File: src/rs_pkg.sv
// widths, packet structs and instruction decode shared by every block of the issue stage
package rs_pkg;

	//////////////////////////////////////////////////////////////////////
	// sizes
	//////////////////////////////////////////////////////////////////////

	// dispatch, issue and cdb width
	localparam int N_WAY = 2;
	localparam int N_RS = 8;
	// tag 0 is no register, always ready
	localparam int TAG_BITS = 6;
	localparam int SQ_BITS = 4;
	// rank 1 is the oldest, 0 marks a free slot
	localparam int AGE_BITS = $clog2(N_RS) + 1;
	// issue limit runs 0..N_WAY
	localparam int LIM_BITS = $clog2(N_WAY + 1);

	// major opcode shared by loads and stores
	localparam logic [6:0] OP_MEM = 7'b0000011;

	//////////////////////////////////////////////////////////////////////
	// instruction word
	//////////////////////////////////////////////////////////////////////

	typedef struct packed {
		logic [6:0]  opcode;
		logic [2:0]  funct;
		logic [21:0] unused;
	} alu_fmt_t;

	typedef struct packed {
		logic [6:0]  opcode;
		logic        store;
		logic [23:0] offset;
	} mem_fmt_t;

	// opcode sits in the same bits in both views
	typedef union packed {
		alu_fmt_t alu_fmt;
		mem_fmt_t mem_fmt;
	} inst_word_u;

	function automatic logic is_mem_op(input inst_word_u inst);
		return inst.mem_fmt.opcode == OP_MEM;
	endfunction

	function automatic logic is_store_op(input inst_word_u inst);
		return is_mem_op(inst) && inst.mem_fmt.store;
	endfunction

	//////////////////////////////////////////////////////////////////////
	// packets
	//////////////////////////////////////////////////////////////////////

	typedef struct packed {
		logic                valid;
		inst_word_u          inst;
		logic [TAG_BITS-1:0] dest_tag;
		logic [TAG_BITS-1:0] src1_tag;
		logic [TAG_BITS-1:0] src2_tag;
		logic                src1_rdy;
		logic                src2_rdy;
		logic [SQ_BITS-1:0]  sq_idx;
	} dispatch_pkt_t;

	// one station slot
	typedef struct packed {
		logic                busy;
		logic                issued;
		inst_word_u          inst;
		logic [TAG_BITS-1:0] dest_tag;
		logic [TAG_BITS-1:0] src1_tag;
		logic [TAG_BITS-1:0] src2_tag;
		logic                src1_rdy;
		logic                src2_rdy;
		logic [SQ_BITS-1:0]  sq_idx;
		logic [AGE_BITS-1:0] age;
	} rs_entry_t;

	typedef struct packed {
		logic                valid;
		inst_word_u          inst;
		logic [TAG_BITS-1:0] dest_tag;
		logic [TAG_BITS-1:0] src1_tag;
		logic [TAG_BITS-1:0] src2_tag;
		logic [SQ_BITS-1:0]  sq_idx;
	} issue_pkt_t;

	// one lane of the common data bus
	typedef struct packed {
		logic                valid;
		logic [TAG_BITS-1:0] tag;
	} cdb_t;

endpackage

File: src/exec_pipe.sv
// tag-only execution pipe: alu ops return on the cdb after one stage, memory ops after two
`timescale 1ns/1ns

module exec_pipe import rs_pkg::*; (
	input  logic                   clock,
	input  logic                   reset,
	input  issue_pkt_t [N_WAY-1:0] i_issue,
	input  logic                   i_flush,
	output cdb_t [N_WAY-1:0]       o_cdb
);

	typedef struct packed {
		logic                valid;
		logic                mem;
		logic [TAG_BITS-1:0] tag;
	} stage_t;

	stage_t [N_WAY-1:0] s1_q;
	cdb_t [N_WAY-1:0]   s2_q;
	// up to two results per lane position before the merge
	logic [$clog2(2*N_WAY+1)-1:0] res_cnt;

	//////////////////////////////////////////////////////////////////////
	// stages
	//////////////////////////////////////////////////////////////////////

	always_ff @(posedge clock) begin
		if (reset || i_flush) begin
			for (int l = 0; l < N_WAY; l++) begin
				s1_q[l].valid <= 1'b0;
				s2_q[l].valid <= 1'b0;
			end
		end else begin
			for (int l = 0; l < N_WAY; l++) begin
				s1_q[l].valid <= i_issue[l].valid;
				s1_q[l].mem <= is_mem_op(i_issue[l].inst);
				s1_q[l].tag <= i_issue[l].dest_tag;
				// only loads and stores go on to stage 2
				s2_q[l].valid <= s1_q[l].valid && s1_q[l].mem;
				s2_q[l].tag <= s1_q[l].tag;
			end
		end
	end

	//////////////////////////////////////////////////////////////////////
	// cdb merge
	//////////////////////////////////////////////////////////////////////

	// stage 2 first, then alu results from stage 1, packed low first
	always_comb begin
		o_cdb = '0;
		res_cnt = '0;
		for (int l = 0; l < N_WAY; l++) begin
			if (s2_q[l].valid) begin
				if (res_cnt < N_WAY) begin
					o_cdb[res_cnt].valid = 1'b1;
					o_cdb[res_cnt].tag = s2_q[l].tag;
				end
				res_cnt = res_cnt + 1'b1;
			end
		end
		for (int l = 0; l < N_WAY; l++) begin
			if (s1_q[l].valid && !s1_q[l].mem) begin
				if (res_cnt < N_WAY) begin
					o_cdb[res_cnt].valid = 1'b1;
					o_cdb[res_cnt].tag = s1_q[l].tag;
				end
				res_cnt = res_cnt + 1'b1;
			end
		end
		// in-flight work is dead during a flush
		if (i_flush) begin
			for (int l = 0; l < N_WAY; l++)
				o_cdb[l].valid = 1'b0;
		end
	end

	// mem issue at c followed by alu issue at c+1 must not exceed the bus
	a_cdb_room: assert property (@(posedge clock) disable iff (reset || i_flush)
		res_cnt <= N_WAY)
		else $error("%0d completions for a %0d-wide cdb", res_cnt, N_WAY);

endmodule

File: config.mk
export PLATFORM = sky130hd
export DESIGN_NAME = exec_pipe
export DESIGN_NICKNAME = d
export VERILOG_FILES = /design/src/rs_pkg.sv /design/src/exec_pipe.sv
export SDC_FILE = /design/constraint.sdc
export NUM_CORES = 1
export LEC_CHECK = 0
export BUFFER_PORTS_ARGS = -buffer_cell sky130_fd_sc_hd__buf_2
export CORE_MARGIN = 2
export CORE_UTILIZATION = 34
export CTS_CLUSTER_SIZE = 20
export DETAILED_ROUTE_END_ITERATION = 8
export GPL_TIMING_DRIVEN = 0
export PLACE_DENSITY = 0.76
export SKIP_CTS_REPAIR_TIMING = 1
export SLEW_MARGIN = 30
export SYNTH_ARGS = -nofsm -noshare
export SYNTH_HDL_FRONTEND = slang
export SYNTH_SLANG_ARGS = --single-unit
File: constraint.sdc
create_clock -name clock -period 1.9 [get_ports clock]
set_clock_uncertainty 0.1 [all_clocks]
set_input_delay 0.095 -clock clock [delete_from_list [all_inputs] [get_ports clock]]
set_output_delay 0.095 -clock clock [all_outputs]
set_load 0.01 [all_outputs]
---- Word level (Yosys, flattened, before mapping) ----
Index checks and enable logic that the tools add are counted.
storage, ports and cells
  flip-flop bits (word level) ............. 30
  input port bits ......................... 113
cells by class
  add/sub/neg operators ................... 2
  magnitude comparators ................... 9
  equal/unequal tests ..................... 2
  multiplexer cells ....................... 30
  reduce and logical (&&, ||, !) cells .... 10
operator list
  cell                                                  number
  bitwise mux 14 bit                                    6
  2-to-1 mux 14 bit                                     6
  demux 7 bit (select 1 bit)                            6
  2-to-1 mux 7 bit                                      4
  < comparator 3 x 2 -> 1 bit (second input constant)   6
  2-to-1 mux 6 bit                                      3
  equality test 7 x 2 -> 1 bit (second input constant)  2
  >= comparator 3 x 1 -> 1 bit (second input constant)  3
  logical AND 1 bit                                     7
  adder 3 x 1 -> 3 bit (second input constant)          2
  2-to-1 mux 3 bit                                      2
  2-to-1 mux 1 bit                                      3
  logical NOT 1 bit                                     2
  logical OR 1 bit                                      1

---- Longest topological paths before layout ----
  word-level depth ........................ 18
  depth in mapped cells ................... 7
  mapped depth without buffers ............ 5

---- Worst setup path before layout ----
OpenSTA, ideal clock, no wires.
  path kind ............................... register to output
  start ................................... register s2_q[6] in the netlist's numbering
  end ..................................... output o_cdb[2] in the netlist's numbering
  arrival ................................. 1.937 ns
  data required time ...................... 1.705 ns
  setup slack ............................. -0.232 ns
  cell stages (with the launch flop) ...... 7
  path buffers ............................ 2
  cells stage by stage .................... dfxtp_1 -> buf_2 -> inv_1 -> fa_1 -> and4b_1 -> buf_2 -> o31ai_1
RTL lines
  what             line             RTL
  start, declared  exec_pipe.sv:19  cdb_t [N_WAY-1:0] s2_q;
  end, declared    exec_pipe.sv:9   output cdb_t [N_WAY-1:0] o_cdb

==> results.md <==
* CP max FO at 5
* Clk_lat worst skew at 0.28 ns
* Synth-to-Final Area Change at 50.91%
* Cell internal pwr at 1.079 mW
* CTS tree: yes
* Io pins at 127
* Core Area at 0.004029 sq mm
* DRT iter0 DRCs at 39
* Final Hold Viols at 1
* Sequential share of the synthesized area at 59.67%
* Async set or reset register ratio after synthesis at 0%
* Die Height at 69.14 um
* Initial core utilization at 35.81%
* Vias at 1175
* First-pass GRT wire length at 4919 um
* WP data required at 1.70 ns
* Die Wd at 69.14 um
* NumNets Final at 306
* HP Class: primary input to flop
* Gr usage total at 13.11%
* DRC at 0
* Mapped cell area at 0.001443 sq mm
* R2r setup slk at 1.07 ns
* Initial antenna violation count at 0
* Rel. slew slack at 61.28%
* Status: finished with violations
* Synth Warn # at 0
* DR pass1 iterations at 4
* ANT cells at 0
* TNS Setup at -7.132 ns
* Fmax at 408.9 MHz
* Root buffer cell: clkbuf_8
* Worst Setup End Kind: output port
* Final setup margin at -0.5458 ns
* RSZ-0062 raised after global routing: yes
* Main synth FF type: edfxtp_1
* Clock power share at 35.2%
* Reg power frac at 55.8%
* Worst slew pin tran at 0.5769 ns
* Leakage power at 0.9444 nW
* Hpwl dp at 2219 um
* CP cell instances: nand2b_4 > fa_1 > and4b_2 > clkbuf_16 > nand2_4 > o31ai_2 > buf_2
* Largest net degree at the start of global routing at 19
* P per Cell Area at 637.4 mW/mm^2
* Cts bufs inserted at 5
* Row Count at 23
* Crit-path slowest cell: fa_1
* Failing checks: hold timing, setup timing
* Syn_area_per_cell at 12.44 sq um
* EDFF count, synth at 26
* Mapped Cells at 116
* Die ar. at 0.004780 sq mm
* Post-DRT Antenna Nets at 0
* Filler Cell Count at 348
* Register clock-pin slew on the reported worst setup and hold paths at 0.06 ns
* Worst Path Arrival at 2.25 ns
* Sw frac at 22.24%
* Count of cell types in the netlist at 27
* Yosys reg bits at 30
* Sink Count at 30
* Net Count, Synth at 234
* Crit path buffers/inverters at 2
* GP Congestion at 0.7401
* Startpoint types: flop
* Layout cells sized above 1 at 43.39%
* WL/cell at 14.49 um
* Switching pwr at 0.3086 mW
* Slew Viols, Final at 0
* Max VDD drop at 0.0005075 V
* Via/cell ratio at 4.916
* Clock buffer depth at 2
* Crit path time final at 2.446 ns
* Critical Path Max Stage Delay at 0.55 ns
* H-tree levels at 2
* DRT Wirelength at 3463 um
* Final setup violation count at 14
* CP top delay family: simple AND/OR/NAND/NOR gates
* GRT overflow at 0
* Vias in the first global route at 1033
* Pre-CTS setup slack at -0.3542 ns
* Number of I/O port buffers at 44
* CP Class: flop to output port
* Logic pwr share at 9.1%
* Final period util at 128.7%
* Final hold slack at -0.005853 ns
* Max cap viols at 0
[area by class of cell]
cell class,instances,area [sq um],area share [%]
Buffer,5,61.31,2.816
Clock buffer,6,72.57,3.333
Clock inverter,2,8.758,0.4023
Inverter,2,7.507,0.3448
Multi-Input combinational cell,79,639.4,29.37
Sequential cell,30,865.8,39.77
Tap cell,50,62.56,2.874
Timing Repair Buffer,65,459.2,21.09
[synth_stat cells (2+ instances only)]
cell       number  area share (%)
edfxtp_1       26              54
or4_1           2             1.0
dfxtp_1         4             5.6
ha_1            4             3.5
o21ai_0         6             2.1
nand2_1        14             3.6
and3_1          8             3.5
a311oi_1        3             1.8
o31ai_1         6             3.1
a221oi_1        3             1.8
buf_2           4             1.4
mux2i_1         6             4.2
and4bb_2        2             1.7
nor2_1          8             2.1
nor3_1          2            0.69
nand4bb_1       2             1.6
inv_1           2            0.52
and2_1          5             2.2
[cells by family (layout without fill, tap and decap cells)]
| group | after synthesis | after routing | synth area share (%) |
|---|---|---|---|
| adders and majority gates | 5 | 5 | 4.857 |
| muxes | 6 | 6 | 4.163 |
| DFF | 30 | 30 | 59.67 |
| buffers and inverters | 7 | 80 | 2.429 |
| and+or+nand+nor | 47 | 47 | 18.47 |
| AOI/OAI and AO/OA | 21 | 21 | 10.41 |
[power by group through the flow]
stage | logic (mW) | registers [mW] | clock network [mW]
3_5_place_dp | 0.0920 | 0.787 | 0
3_3_place_gp | 0.0811 | 0.787 | 0
4_1_cts | 0.0925 | 0.773 | 0.500
5_1_grt | 0.135 | 0.777 | 0.524
2_1_floorplan | 0.0400 | 0.780 | 0
6_report | 0.126 | 0.774 | 0.488
[state kept, by name (all words and copies together) (netlist names)]
signal and flops:
s1_q 16, s2_q 14
[placed cells by master, fill, tap and decap left out, types with 2 or more instances in the layout]
master,synthesis,final
buf_4,1,6
dfxtp_1,4,2
nand2_1,14,12
buf_6,0,2
edfxtp_1,26,26
and4bb_2,2,2
nor2_1,8,7
nand4bb_1,2,2
and3_1,8,8
clkbuf_8,0,5
nor3_1,2,2
dlygate4sd3_1,0,15
ha_1,4,4
mux2i_1,6,6
o31ai_4,0,3
o21ai_2,0,4
and2_1,5,5
o21ai_1,1,2
inv_2,0,2
a221oi_1,3,3
o31ai_2,0,2
buf_2,4,43
or4_1,2,2
a311oi_1,3,3
[final timing paths]
| kind | start | endpoint | cells past startpoint |
|---|---|---|---|
| max | s1_q[6] | o_cdb[0] | 7 |
| min | i_issue[105] | s1_q[14] | 2 |
| max reg2reg | s1_q[8] | s2_q[7] | 0 |
| min reg2reg | s1_q[1] | s2_q[1] | 0 |
[metal layers]
metal	GRT usage [%]	routed length, um
met1	17.46	1592
met2	20.09	1652
met3	3.363	173
met4	5.882	45
met5	0	0
[through the flow]
step                cell area, sq um  utilization (%)  cells  hold slack, ns  total power, mW
finish                          2177            54.04    239       -0.005853            1.388
global route                    2177            54.04    239        0.001672            1.436
CTS                             1914            47.52    219         -0.1218            1.365
detailed placement              1833            45.50    211          0.1734           0.8787
global placement                1798            44.63    210          0.1717           0.8677
floorplan                       1515                -    116         0.09387           0.8203
No activity file was read; power rests on OpenSTA's default activity.
