File: src/rs_pkg.sv
// widths, packet structs and instruction decode shared by every block of the issue stage
package rs_pkg;

	//////////////////////////////////////////////////////////////////////
	// sizes
	//////////////////////////////////////////////////////////////////////

	// dispatch, issue and cdb width
	localparam int N_WAY = 2;
	localparam int N_RS = 8;
	// tag 0 is no register, always ready
	localparam int TAG_BITS = 6;
	localparam int SQ_BITS = 4;
	// rank 1 is the oldest, 0 marks a free slot
	localparam int AGE_BITS = $clog2(N_RS) + 1;
	// issue limit runs 0..N_WAY
	localparam int LIM_BITS = $clog2(N_WAY + 1);

	// major opcode shared by loads and stores
	localparam logic [6:0] OP_MEM = 7'b0000011;

	//////////////////////////////////////////////////////////////////////
	// instruction word
	//////////////////////////////////////////////////////////////////////

	typedef struct packed {
		logic [6:0]  opcode;
		logic [2:0]  funct;
		logic [21:0] unused;
	} alu_fmt_t;

	typedef struct packed {
		logic [6:0]  opcode;
		logic        store;
		logic [23:0] offset;
	} mem_fmt_t;

	// opcode sits in the same bits in both views
	typedef union packed {
		alu_fmt_t alu_fmt;
		mem_fmt_t mem_fmt;
	} inst_word_u;

	function automatic logic is_mem_op(input inst_word_u inst);
		return inst.mem_fmt.opcode == OP_MEM;
	endfunction

	function automatic logic is_store_op(input inst_word_u inst);
		return is_mem_op(inst) && inst.mem_fmt.store;
	endfunction

	//////////////////////////////////////////////////////////////////////
	// packets
	//////////////////////////////////////////////////////////////////////

	typedef struct packed {
		logic                valid;
		inst_word_u          inst;
		logic [TAG_BITS-1:0] dest_tag;
		logic [TAG_BITS-1:0] src1_tag;
		logic [TAG_BITS-1:0] src2_tag;
		logic                src1_rdy;
		logic                src2_rdy;
		logic [SQ_BITS-1:0]  sq_idx;
	} dispatch_pkt_t;

	// one station slot
	typedef struct packed {
		logic                busy;
		logic                issued;
		inst_word_u          inst;
		logic [TAG_BITS-1:0] dest_tag;
		logic [TAG_BITS-1:0] src1_tag;
		logic [TAG_BITS-1:0] src2_tag;
		logic                src1_rdy;
		logic                src2_rdy;
		logic [SQ_BITS-1:0]  sq_idx;
		logic [AGE_BITS-1:0] age;
	} rs_entry_t;

	typedef struct packed {
		logic                valid;
		inst_word_u          inst;
		logic [TAG_BITS-1:0] dest_tag;
		logic [TAG_BITS-1:0] src1_tag;
		logic [TAG_BITS-1:0] src2_tag;
		logic [SQ_BITS-1:0]  sq_idx;
	} issue_pkt_t;

	// one lane of the common data bus
	typedef struct packed {
		logic                valid;
		logic [TAG_BITS-1:0] tag;
	} cdb_t;

endpackage

File: src/reservation_station.sv
// eight-entry station: holds dispatched tags, wakes sources from the cdb and frees completions
`timescale 1ns/1ns

module reservation_station import rs_pkg::*; (
	input  logic                         clock,
	input  logic                         reset,
	input  dispatch_pkt_t [N_WAY-1:0]    i_dispatch,
	input  cdb_t [N_WAY-1:0]             i_cdb,
	input  logic [N_RS-1:0]              i_issued_mask,
	input  logic                         i_flush,
	output rs_entry_t [N_RS-1:0]         o_entries,
	output logic [AGE_BITS-1:0]          o_free_count
);

	rs_entry_t [N_RS-1:0] entry_q;
	rs_entry_t [N_RS-1:0] entry_d;
	rs_entry_t [N_RS-1:0] woken;
	logic [N_RS-1:0]      done;
	logic [AGE_BITS-1:0]  live_cnt;
	logic [AGE_BITS-1:0]  next_age;
	logic [AGE_BITS-1:0]  shift;
	logic                 keep;
	logic                 placed;
	logic [LIM_BITS-1:0]  disp_cnt;
	logic                 dup_dest;

	// source is ready if already marked, tag 0, or on the bus right now
	function automatic logic tag_ready(
		input logic [TAG_BITS-1:0] tag,
		input logic                rdy,
		input cdb_t [N_WAY-1:0]    cdb
	);
		logic r;
		r = rdy || (tag == '0);
		for (int l = 0; l < N_WAY; l++) begin
			if (cdb[l].valid && cdb[l].tag == tag)
				r = 1'b1;
		end
		return r;
	endfunction

	//////////////////////////////////////////////////////////////////////
	// wakeup and completion
	//////////////////////////////////////////////////////////////////////

	// same-cycle wakeup so a dependent can go with its producer's broadcast
	always_comb begin
		for (int i = 0; i < N_RS; i++) begin
			woken[i] = entry_q[i];
			// nothing is offered for issue while a flush is pending
			woken[i].busy = entry_q[i].busy && !i_flush;
			woken[i].src1_rdy = tag_ready(entry_q[i].src1_tag, entry_q[i].src1_rdy, i_cdb);
			woken[i].src2_rdy = tag_ready(entry_q[i].src2_tag, entry_q[i].src2_rdy, i_cdb);
		end
	end

	assign o_entries = woken;

	// dest tag on the bus, slot goes free at the edge
	always_comb begin
		for (int i = 0; i < N_RS; i++) begin
			done[i] = 1'b0;
			for (int l = 0; l < N_WAY; l++) begin
				if (entry_q[i].busy && i_cdb[l].valid && i_cdb[l].tag == entry_q[i].dest_tag)
					done[i] = 1'b1;
			end
		end
	end

	//////////////////////////////////////////////////////////////////////
	// next state
	//////////////////////////////////////////////////////////////////////

	always_comb begin
		entry_d = entry_q;
		live_cnt = '0;
		shift = '0;
		keep = 1'b0;

		// survivors move down past every freed older rank
		for (int i = 0; i < N_RS; i++) begin
			shift = '0;
			for (int j = 0; j < N_RS; j++) begin
				if (done[j] && entry_q[j].age < entry_q[i].age)
					shift = shift + 1'b1;
			end
			keep = entry_q[i].busy && !done[i];
			entry_d[i].busy = keep;
			entry_d[i].issued = keep && (entry_q[i].issued || i_issued_mask[i]);
			entry_d[i].src1_rdy = woken[i].src1_rdy;
			entry_d[i].src2_rdy = woken[i].src2_rdy;
			entry_d[i].age = keep ? entry_q[i].age - shift : '0;
			if (keep)
				live_cnt = live_cnt + 1'b1;
		end

		// new packets take the lowest free slots, ranked after the survivors
		next_age = live_cnt;
		placed = 1'b0;
		for (int l = 0; l < N_WAY; l++) begin
			placed = 1'b0;
			if (i_dispatch[l].valid) begin
				next_age = next_age + 1'b1;
				for (int j = 0; j < N_RS; j++) begin
					if (!placed && !entry_d[j].busy) begin
						entry_d[j].busy = 1'b1;
						entry_d[j].issued = 1'b0;
						entry_d[j].inst = i_dispatch[l].inst;
						entry_d[j].dest_tag = i_dispatch[l].dest_tag;
						entry_d[j].src1_tag = i_dispatch[l].src1_tag;
						entry_d[j].src2_tag = i_dispatch[l].src2_tag;
						entry_d[j].src1_rdy = tag_ready(i_dispatch[l].src1_tag,
							i_dispatch[l].src1_rdy, i_cdb);
						entry_d[j].src2_rdy = tag_ready(i_dispatch[l].src2_tag,
							i_dispatch[l].src2_rdy, i_cdb);
						entry_d[j].sq_idx = i_dispatch[l].sq_idx;
						entry_d[j].age = next_age;
						placed = 1'b1;
					end
				end
			end
		end

		// branch flush wipes everything, including this cycle's dispatch
		if (i_flush) begin
			for (int i = 0; i < N_RS; i++) begin
				entry_d[i].busy = 1'b0;
				entry_d[i].issued = 1'b0;
				entry_d[i].age = '0;
			end
		end
	end

	always_ff @(posedge clock) begin
		if (reset) begin
			for (int i = 0; i < N_RS; i++) begin
				entry_q[i].busy <= 1'b0;
				entry_q[i].issued <= 1'b0;
				entry_q[i].age <= '0;
			end
		end else begin
			entry_q <= entry_d;
		end
	end

	always_comb begin
		o_free_count = '0;
		for (int i = 0; i < N_RS; i++) begin
			if (!entry_q[i].busy)
				o_free_count = o_free_count + 1'b1;
		end
	end

	//////////////////////////////////////////////////////////////////////
	// dispatcher contract
	//////////////////////////////////////////////////////////////////////

	// lane count and dest tags against what is already live
	always_comb begin
		disp_cnt = '0;
		dup_dest = 1'b0;
		for (int l = 0; l < N_WAY; l++) begin
			if (i_dispatch[l].valid) begin
				disp_cnt = disp_cnt + 1'b1;
				for (int i = 0; i < N_RS; i++) begin
					if (entry_q[i].busy && !done[i] &&
						entry_q[i].dest_tag == i_dispatch[l].dest_tag)
						dup_dest = 1'b1;
				end
				for (int k = 0; k < l; k++) begin
					if (i_dispatch[k].valid && i_dispatch[k].dest_tag == i_dispatch[l].dest_tag)
						dup_dest = 1'b1;
				end
			end
		end
	end

	a_no_overflow: assert property (@(posedge clock) disable iff (reset)
		disp_cnt <= o_free_count)
		else $error("dispatch of %0d lanes with %0d free slots", disp_cnt, o_free_count);

	a_unique_dest: assert property (@(posedge clock) disable iff (reset) !dup_dest)
		else $error("dispatched dest tag already live in the station");

endmodule

File: config.mk
export PLATFORM = sky130hd
export DESIGN_NAME = reservation_station
export DESIGN_NICKNAME = d
export VERILOG_FILES = /design/src/rs_pkg.sv /design/src/reservation_station.sv
export SDC_FILE = /design/constraint.sdc
export NUM_CORES = 2
export LEC_CHECK = 0
export BUFFER_PORTS_ARGS = -buffer_cell sky130_fd_sc_hd__buf_2
export CAP_MARGIN = 0
export CELL_PAD_IN_SITES_DETAIL_PLACEMENT = 1
export CELL_PAD_IN_SITES_GLOBAL_PLACEMENT = 2
export CORE_MARGIN = 3
export CORE_UTILIZATION = 39
export CTS_CLUSTER_DIAMETER = 80
export DETAILED_ROUTE_END_ITERATION = 7
export GPL_ROUTABILITY_DRIVEN = 0
export PLACE_DENSITY_LB_ADDON = 0.1
export SLEW_MARGIN = 20
export SYNTH_ARGS = -nofsm -noshare
export SYNTH_HDL_FRONTEND = slang
export SYNTH_SLANG_ARGS = --single-unit
File: constraint.sdc
create_clock -name clock -period 22.7 [get_ports clock]
set_input_delay 1.135 -clock clock [delete_from_list [all_inputs] [get_ports clock]]
set_output_delay 1.135 -clock clock [all_outputs]
set_load 0.1 [all_outputs]
---- Yosys cells after proc, flatten, opt, wreduce, memory -nomap -nowiden ----
Cells that the tools add are included.
cells by class
  equality and inequality tests ........... 56
  reduce and logical (&&, ||, !) cells .... 260
  add/sub/neg operators ................... 80
  muxes and demuxes ....................... 191
  magnitude comparators ................... 64
operators with widths
  kind                   number
  $mux W496              2
  $mux W62               14
  $eq A6 B6 Y1           56
  $mux W4                79
  $add A4 B1 Y4 const B  72
  $lt A4 B4 Y1           64
  $logic_and A1 B1 Y1    174
  $mux W61               2
  $logic_not A6 Y1       20
  $mux W1                94
  $logic_not A1 Y1       37
  $sub A4 B4 Y4          8
  $logic_or A1 B1 Y1     28
  $reduce_or A2 Y1       1
word-level totals
  input port bits ......................... 139
  bits in registers ....................... 496
  output and inout bits ................... 500
  logic and storage cells ................. 731

---- Depth between registers and ports, before layout ----
  word-level depth ........................ 66
  gate-level depth with buffers ........... 32
  depth with buffers taken out ............ 30

---- Least setup slack after synthesis ----
OpenSTA, ideal clock, no wires.
  kind .................................... input port to flip-flop
  start ................................... in reset
  end ..................................... reg entry_q[132] in the netlist's numbering (enable)
  data required time ...................... 21.907 ns
  cell stages on the path ................. 1
  setup time .............................. 0.793 ns
  data arrival time ....................... 9.753 ns
  setup slack ............................. 12.154 ns
  cell sequence ........................... inv_1
RTL lines
  element               RTL line                    RTL
  start, declared       reservation_station.sv:6    input logic reset,
  end signal, assigned  reservation_station.sv:142  entry_q <= entry_d;
  end, declared         reservation_station.sv:15   rs_entry_t [N_RS-1:0] entry_q;
No word-level cell between the ends.

---- Worst setup path in the final report ----
  start ................................... in i_cdb[9] in the netlist's numbering
  end ..................................... reg entry_q, in the netlist o_entries[2]
on the way
  cells in the longest elaborated chain, start to end .. 25
  elaborated cells between the ends (all ways) .. 87
  those cells by class .................... add/sub: 17; eq/ne: 8; mux: 30; reduce/logical: 32
ends and longest elaborated chain
  element                                                  RTL line                                                RTL
  start, declared                                          reservation_station.sv:8                                input cdb_t [N_WAY-1:0] i_cdb,
  $eq A6 B6 Y1                                             reservation_station.sv:64                               if (entry_q[i].busy && i_cdb[l].valid && i_cdb[l].tag == entry_q[i].dest_tag)
  $logic_and A1 B1 Y1                                      reservation_station.sv:64
  $mux W1                                                  reservation_station.sv:64
  $logic_not A1 Y1 or $logic_and A1 B1 Y1 (tied branches)  -
  $logic_and A1 B1 Y1 or $mux W1 (tied branches)           -
  $mux W1 or $add A4 B1 Y4 (tied branches)                 reservation_station.sv:93, reservation_station.sv:85
  $add A4 B1 Y4 or $mux W4 (tied branches)                 reservation_station.sv:94, reservation_station.sv:84
  $mux W4 or $add A4 B1 Y4 (tied branches)                 reservation_station.sv:93, reservation_station.sv:85
  [... 9 more ...]                                         -
  $mux W4 or $add A4 B1 Y4 (tied branches)                 reservation_station.sv:93, reservation_station.sv:85
  $add A4 B1 Y4 or $mux W4 (tied branches)                 reservation_station.sv:94, reservation_station.sv:84
  $mux W4 or $sub A4 B4 Y4 (tied branches)                 reservation_station.sv:93, reservation_station.sv:92
  $add A4 B1 Y4 or $mux W4 (tied branches)                 reservation_station.sv:103, reservation_station.sv:92
  $mux W4 or $mux W61 (tied branches)                      reservation_station.sv:102, reservation_station.sv:105
  $add A4 B1 Y4 or $mux W496 (tied branches)               reservation_station.sv:103, reservation_station.sv:102
  $mux W61                                                 reservation_station.sv:105                              if (!placed && !entry_d[j].busy) begin
  $mux W496 *                                              reservation_station.sv:102                              if (i_dispatch[l].valid) begin
Mark *: on every way between the ends. The rest lies on a longest branch, timed or not.
A chain may end at the register's enable or synchronous reset.

==> results.txt <==
- Clock tree synthesis inserted a total of 68 buffers.
* Max Clock Freq: 125 MHz
* Aggregate negative setup slack: 0 ns
- Part of the power in the clock network: 35.1%
- The clock tree synthesis step divided the H-tree into 3 levels.
* Flop-to-flop setup slack: 15.25 ns
* Net count after synthesis: 4917
- Area of the die: 110000 sq um
- STA classifies the critical path endpoint as a flop.
- Final non-filler cell area: 44200 sq um
- The endpoint identified for the worst register-to-register timing path is o_entries[2]$_SDFF_PP0_.
- The tool flagged a number of max-cap violations equal to 0.
* Max-slew violation total from the final report: 0
- Nets: 4867
- After clock tree synthesis, the setup repair step added 0 buffers.
* Unrepaired setup endpoints after global routing: false
* Sum of net half-perimeters after detailed placement: 123 mm
- CTS placed an instance of clkbuf_16 at the clock tree root.
* Clock sink total: 496
- Internal power comes to 1.85 mW.
- Dominant delay contributor by cell family on the critical path: simple AND/OR/NAND/NOR gates
- Across the routed clock network, the largest skew measured is 0.0229 ns.
- Entering global routing, the biggest net connects 96 pins.
* Power, Total: 3.08 mW
- Mean instance size in the synthesized netlist: 9.07 sq um
- Most common cell after layout, fill and taps aside: buf_2
- Run status: completed
- On the critical path, the stage with the largest delay is an instance of xnor2_1.
* Number of vias after detailed routing: 33700
* Total of cells resized after clock tree synthesis: 0
- Router iterations before antenna repair: 5
- The analysis attributes to cell leakage a power of 16.2 nW.
- Placed Instance Area: 41900 sq um
- The top cell types in the final layout, fill and taps aside, are 638 x buf_2, 603 x nand2_1, 448 x edfxtp_1.
* Asr flop ratio synth: 0%
- The worst register-to-register path has a depth of 22.
- The first global-routing pass estimated 252 mm of wire.
* Post-route setup slack: 14.73 ns
- After detailed routing, the number of remaining DRC violations is 0.
- The floorplan has 118 rows.
- Worst vdd rail ir drop: 45.2 uV
* Largest stage delay on the critical path: 0.62 ns
- The tightest hold path in the finished design has a slack of 0.479 ns.
* Req. time, crit path: 23.24 ns
* CTS tree: built
* Filler-free cell count of the finished design: 5957
* Combined area of all synthesized cells: 41400 sq um
- Ratio of final minimum period to clock period: 35.1%
- Setup violations remaining at the end of the flow were counted as 0.
- Gate power share: 28.0%
- For this design the top-level I/O count stands at 639.
* Initial detailed-routing violation count: 2812
- Per report_power, the sequential group accounts for 36.8% of the total.
- The netlist uses 85 different library cells.
* Remaining Overflow, GRT: 0
- During synthesis, Yosys emitted a total of 0 warnings.
- Sink of the worst hold path: o_entries[432]$_SDFF_PP0_
- After detailed placement, the design holds a cell count of 5820.
- The clock reaches the later pin of the worst-skew pair after 0.63 ns.
* Signed area change from the synthesized netlist to the final layout: 6.72%
- The worst setup path is of the in -> reg kind.
- The analysis attributes to net switching a power of 1.23 mW.
- Detail-routed net length per standard cell: 29.3 um
* Die boundary height: 332 um
- Post-synth top flop: edfxtp_1
- The worst hold path was traced through 2 stages.
- Initial core utilization: 39.6%
- Number of synthesized flops with an enable pin: 448
- Port buffering added 638 buffers.
* Antenna-violating nets left: 0
- At the pin with the least slew margin, the transition time is 1.12 ns.
* Path type of the worst min-delay path: reg -> reg
* Vias per cell: 5.66
- GRT Resource Usage Total: 30.5%
- Fraction of the yosys area taken by sequential cells: 34.8%
- The via count of the first global-routing pass is 34300.
* Crit Reg-Reg Startpoint: o_entries[151]$_DFFE_PN_
- Switching share of power: 40.0%
- Maximum fanout along the worst path: 28
* Crit path arrival time: 8.52 ns
* Worst-case setup slack after placement: 14.30 ns
- Startpoint type of the worst setup path: input pin
- After synthesis the netlist holds a flip-flop and latch count of 496.
- The floorplan step defined a core boundary enclosing 104000 sq um.
- Clock transition time at the flip-flop clock pins of the worst setup and hold paths: 0.06 ns
- Cells fill 42.3% of the core in the end.
- DIE WIDTH: 332 um
* Hold path startpoint: o_entries[432]$_SDFF_PP0_
- The number of hold buffers added after CTS was 0.
* Total count of hold-check failures in the final report: 0
- The longest clock path from root to sink contains 3 buffers.
* Cell occurring most often along the worst timing path: ha_1
- In the synthesized netlist, the number of instances is 4561.
- Cells with a size suffix above 1 make up 19.3% of the layout.
- In this run the tightest slew margin relative to its limit is 24.3%.
- The number of buffers and inverters on the critical path is 5.
- After detailed routing, the total wire length is 175 mm.
* Minimum clock period: 7.97 ns
- The initial antenna violation count is 14.
* Power density relative to cell area: 69.8 nW/um^2
cell families (layout without fill, tap and decap cells):
family                     after synthesis  after routing  synth area share [%]
xor gates and xnor gates               494            494                  10.9
and+or+nand+nor                       1221           1221                  13.6
AOI/OAI and AO/OA                      779            779                  10.9
muxes                                  408            408                  9.91
adders and majority gates              220            220                  6.78
buffers and inverters                  943            948                  13.1
other                                    0             11                     0
DFF                                    496            496                  34.8
routing by layer:
layer / share of wire [%] / up-vias / track usage (%)
met3: 6.8 / 222 / 6.27
met1: 42 / 17000 / 39.0
met2: 48 / 1074 / 51.8
met4: 2.9 / 6 / 9.08
met5: 0.025 / - / 0
li1: - / 15400 / -
cells in the mapped netlist (all sizes together) (27+ instances only):
| master | number | share of area [%] |
|---|---|---|
| nand2b | 32 | 0.48 |
| nor3 | 71 | 0.86 |
| xor2 | 216 | 4.6 |
| or4 | 39 | 0.72 |
| nand3 | 58 | 0.73 |
| nor4 | 61 | 0.95 |
| mux2i | 394 | 9.5 |
| nor2b | 27 | 0.41 |
| dfxtp | 48 | 2.3 |
| a21oi | 106 | 1.3 |
| xnor2 | 274 | 6.0 |
| inv | 120 | 1.1 |
| nand4 | 72 | 1.1 |
| ha | 209 | 6.3 |
| nand2 | 606 | 5.5 |
| edfxtp | 448 | 33 |
| o21ai | 449 | 5.4 |
| nor2 | 181 | 1.6 |
| clkbuf | 223 | 2.1 |
| a31oi | 70 | 1.1 |
| buf | 599 | 9.9 |
state kept, by name, indices dropped and copies added, names as in the netlist:
register / flops
o_entries: 472
entry_q: 24
power by group through the flow:
stage,combinational (mW),sequential (mW),clock [mW]
CTS,0.866,1.13,1.11
global route,0.901,1.14,1.14
detailed placement,0.864,1.15,0
global placement,0.857,1.15,0
finish,0.863,1.13,1.08
floorplan,0.757,1.14,0
tightest hold or removal path, delay by kind of cell, from the launching register on:
kind             cells  cell delay (ns)
DFF                  1             0.30
and+or+nand+nor      2             0.13
worst max path at each step:
stage	from	endpoint	slack, ns	depth (start not counted)
after floorplan	reset	entry_q[132]$_DFFE_PN_	12.15	1
after global placement	i_cdb[9]	o_entries[2]$_SDFF_PP0_	14.46	29
after detailed placement	i_cdb[5]	o_entries[2]$_SDFF_PP0_	14.30	24
after CTS	i_cdb[5]	o_entries[2]$_SDFF_PP0_	14.93	24
after global routing	i_cdb[4]	o_entries[2]$_SDFF_PP0_	14.19	26
final	i_cdb[9]	o_entries[2]$_SDFF_PP0_	14.73	29
cell type report:
type / instances / area [sq um]
Sequential cell: 496 / 14400
Multi-Input combinational cell: 3122 / 21700
Antenna cell: 11 / 27.5
Clock inverter: 46 / 370
Inverter: 121 / 462
Timing Repair Buffer: 702 / 3690
Tap cell: 1380 / 1730
Clock buffer: 79 / 1810
Fill cell: 12100 / 60200
Power figures use the tool's default switching activity.
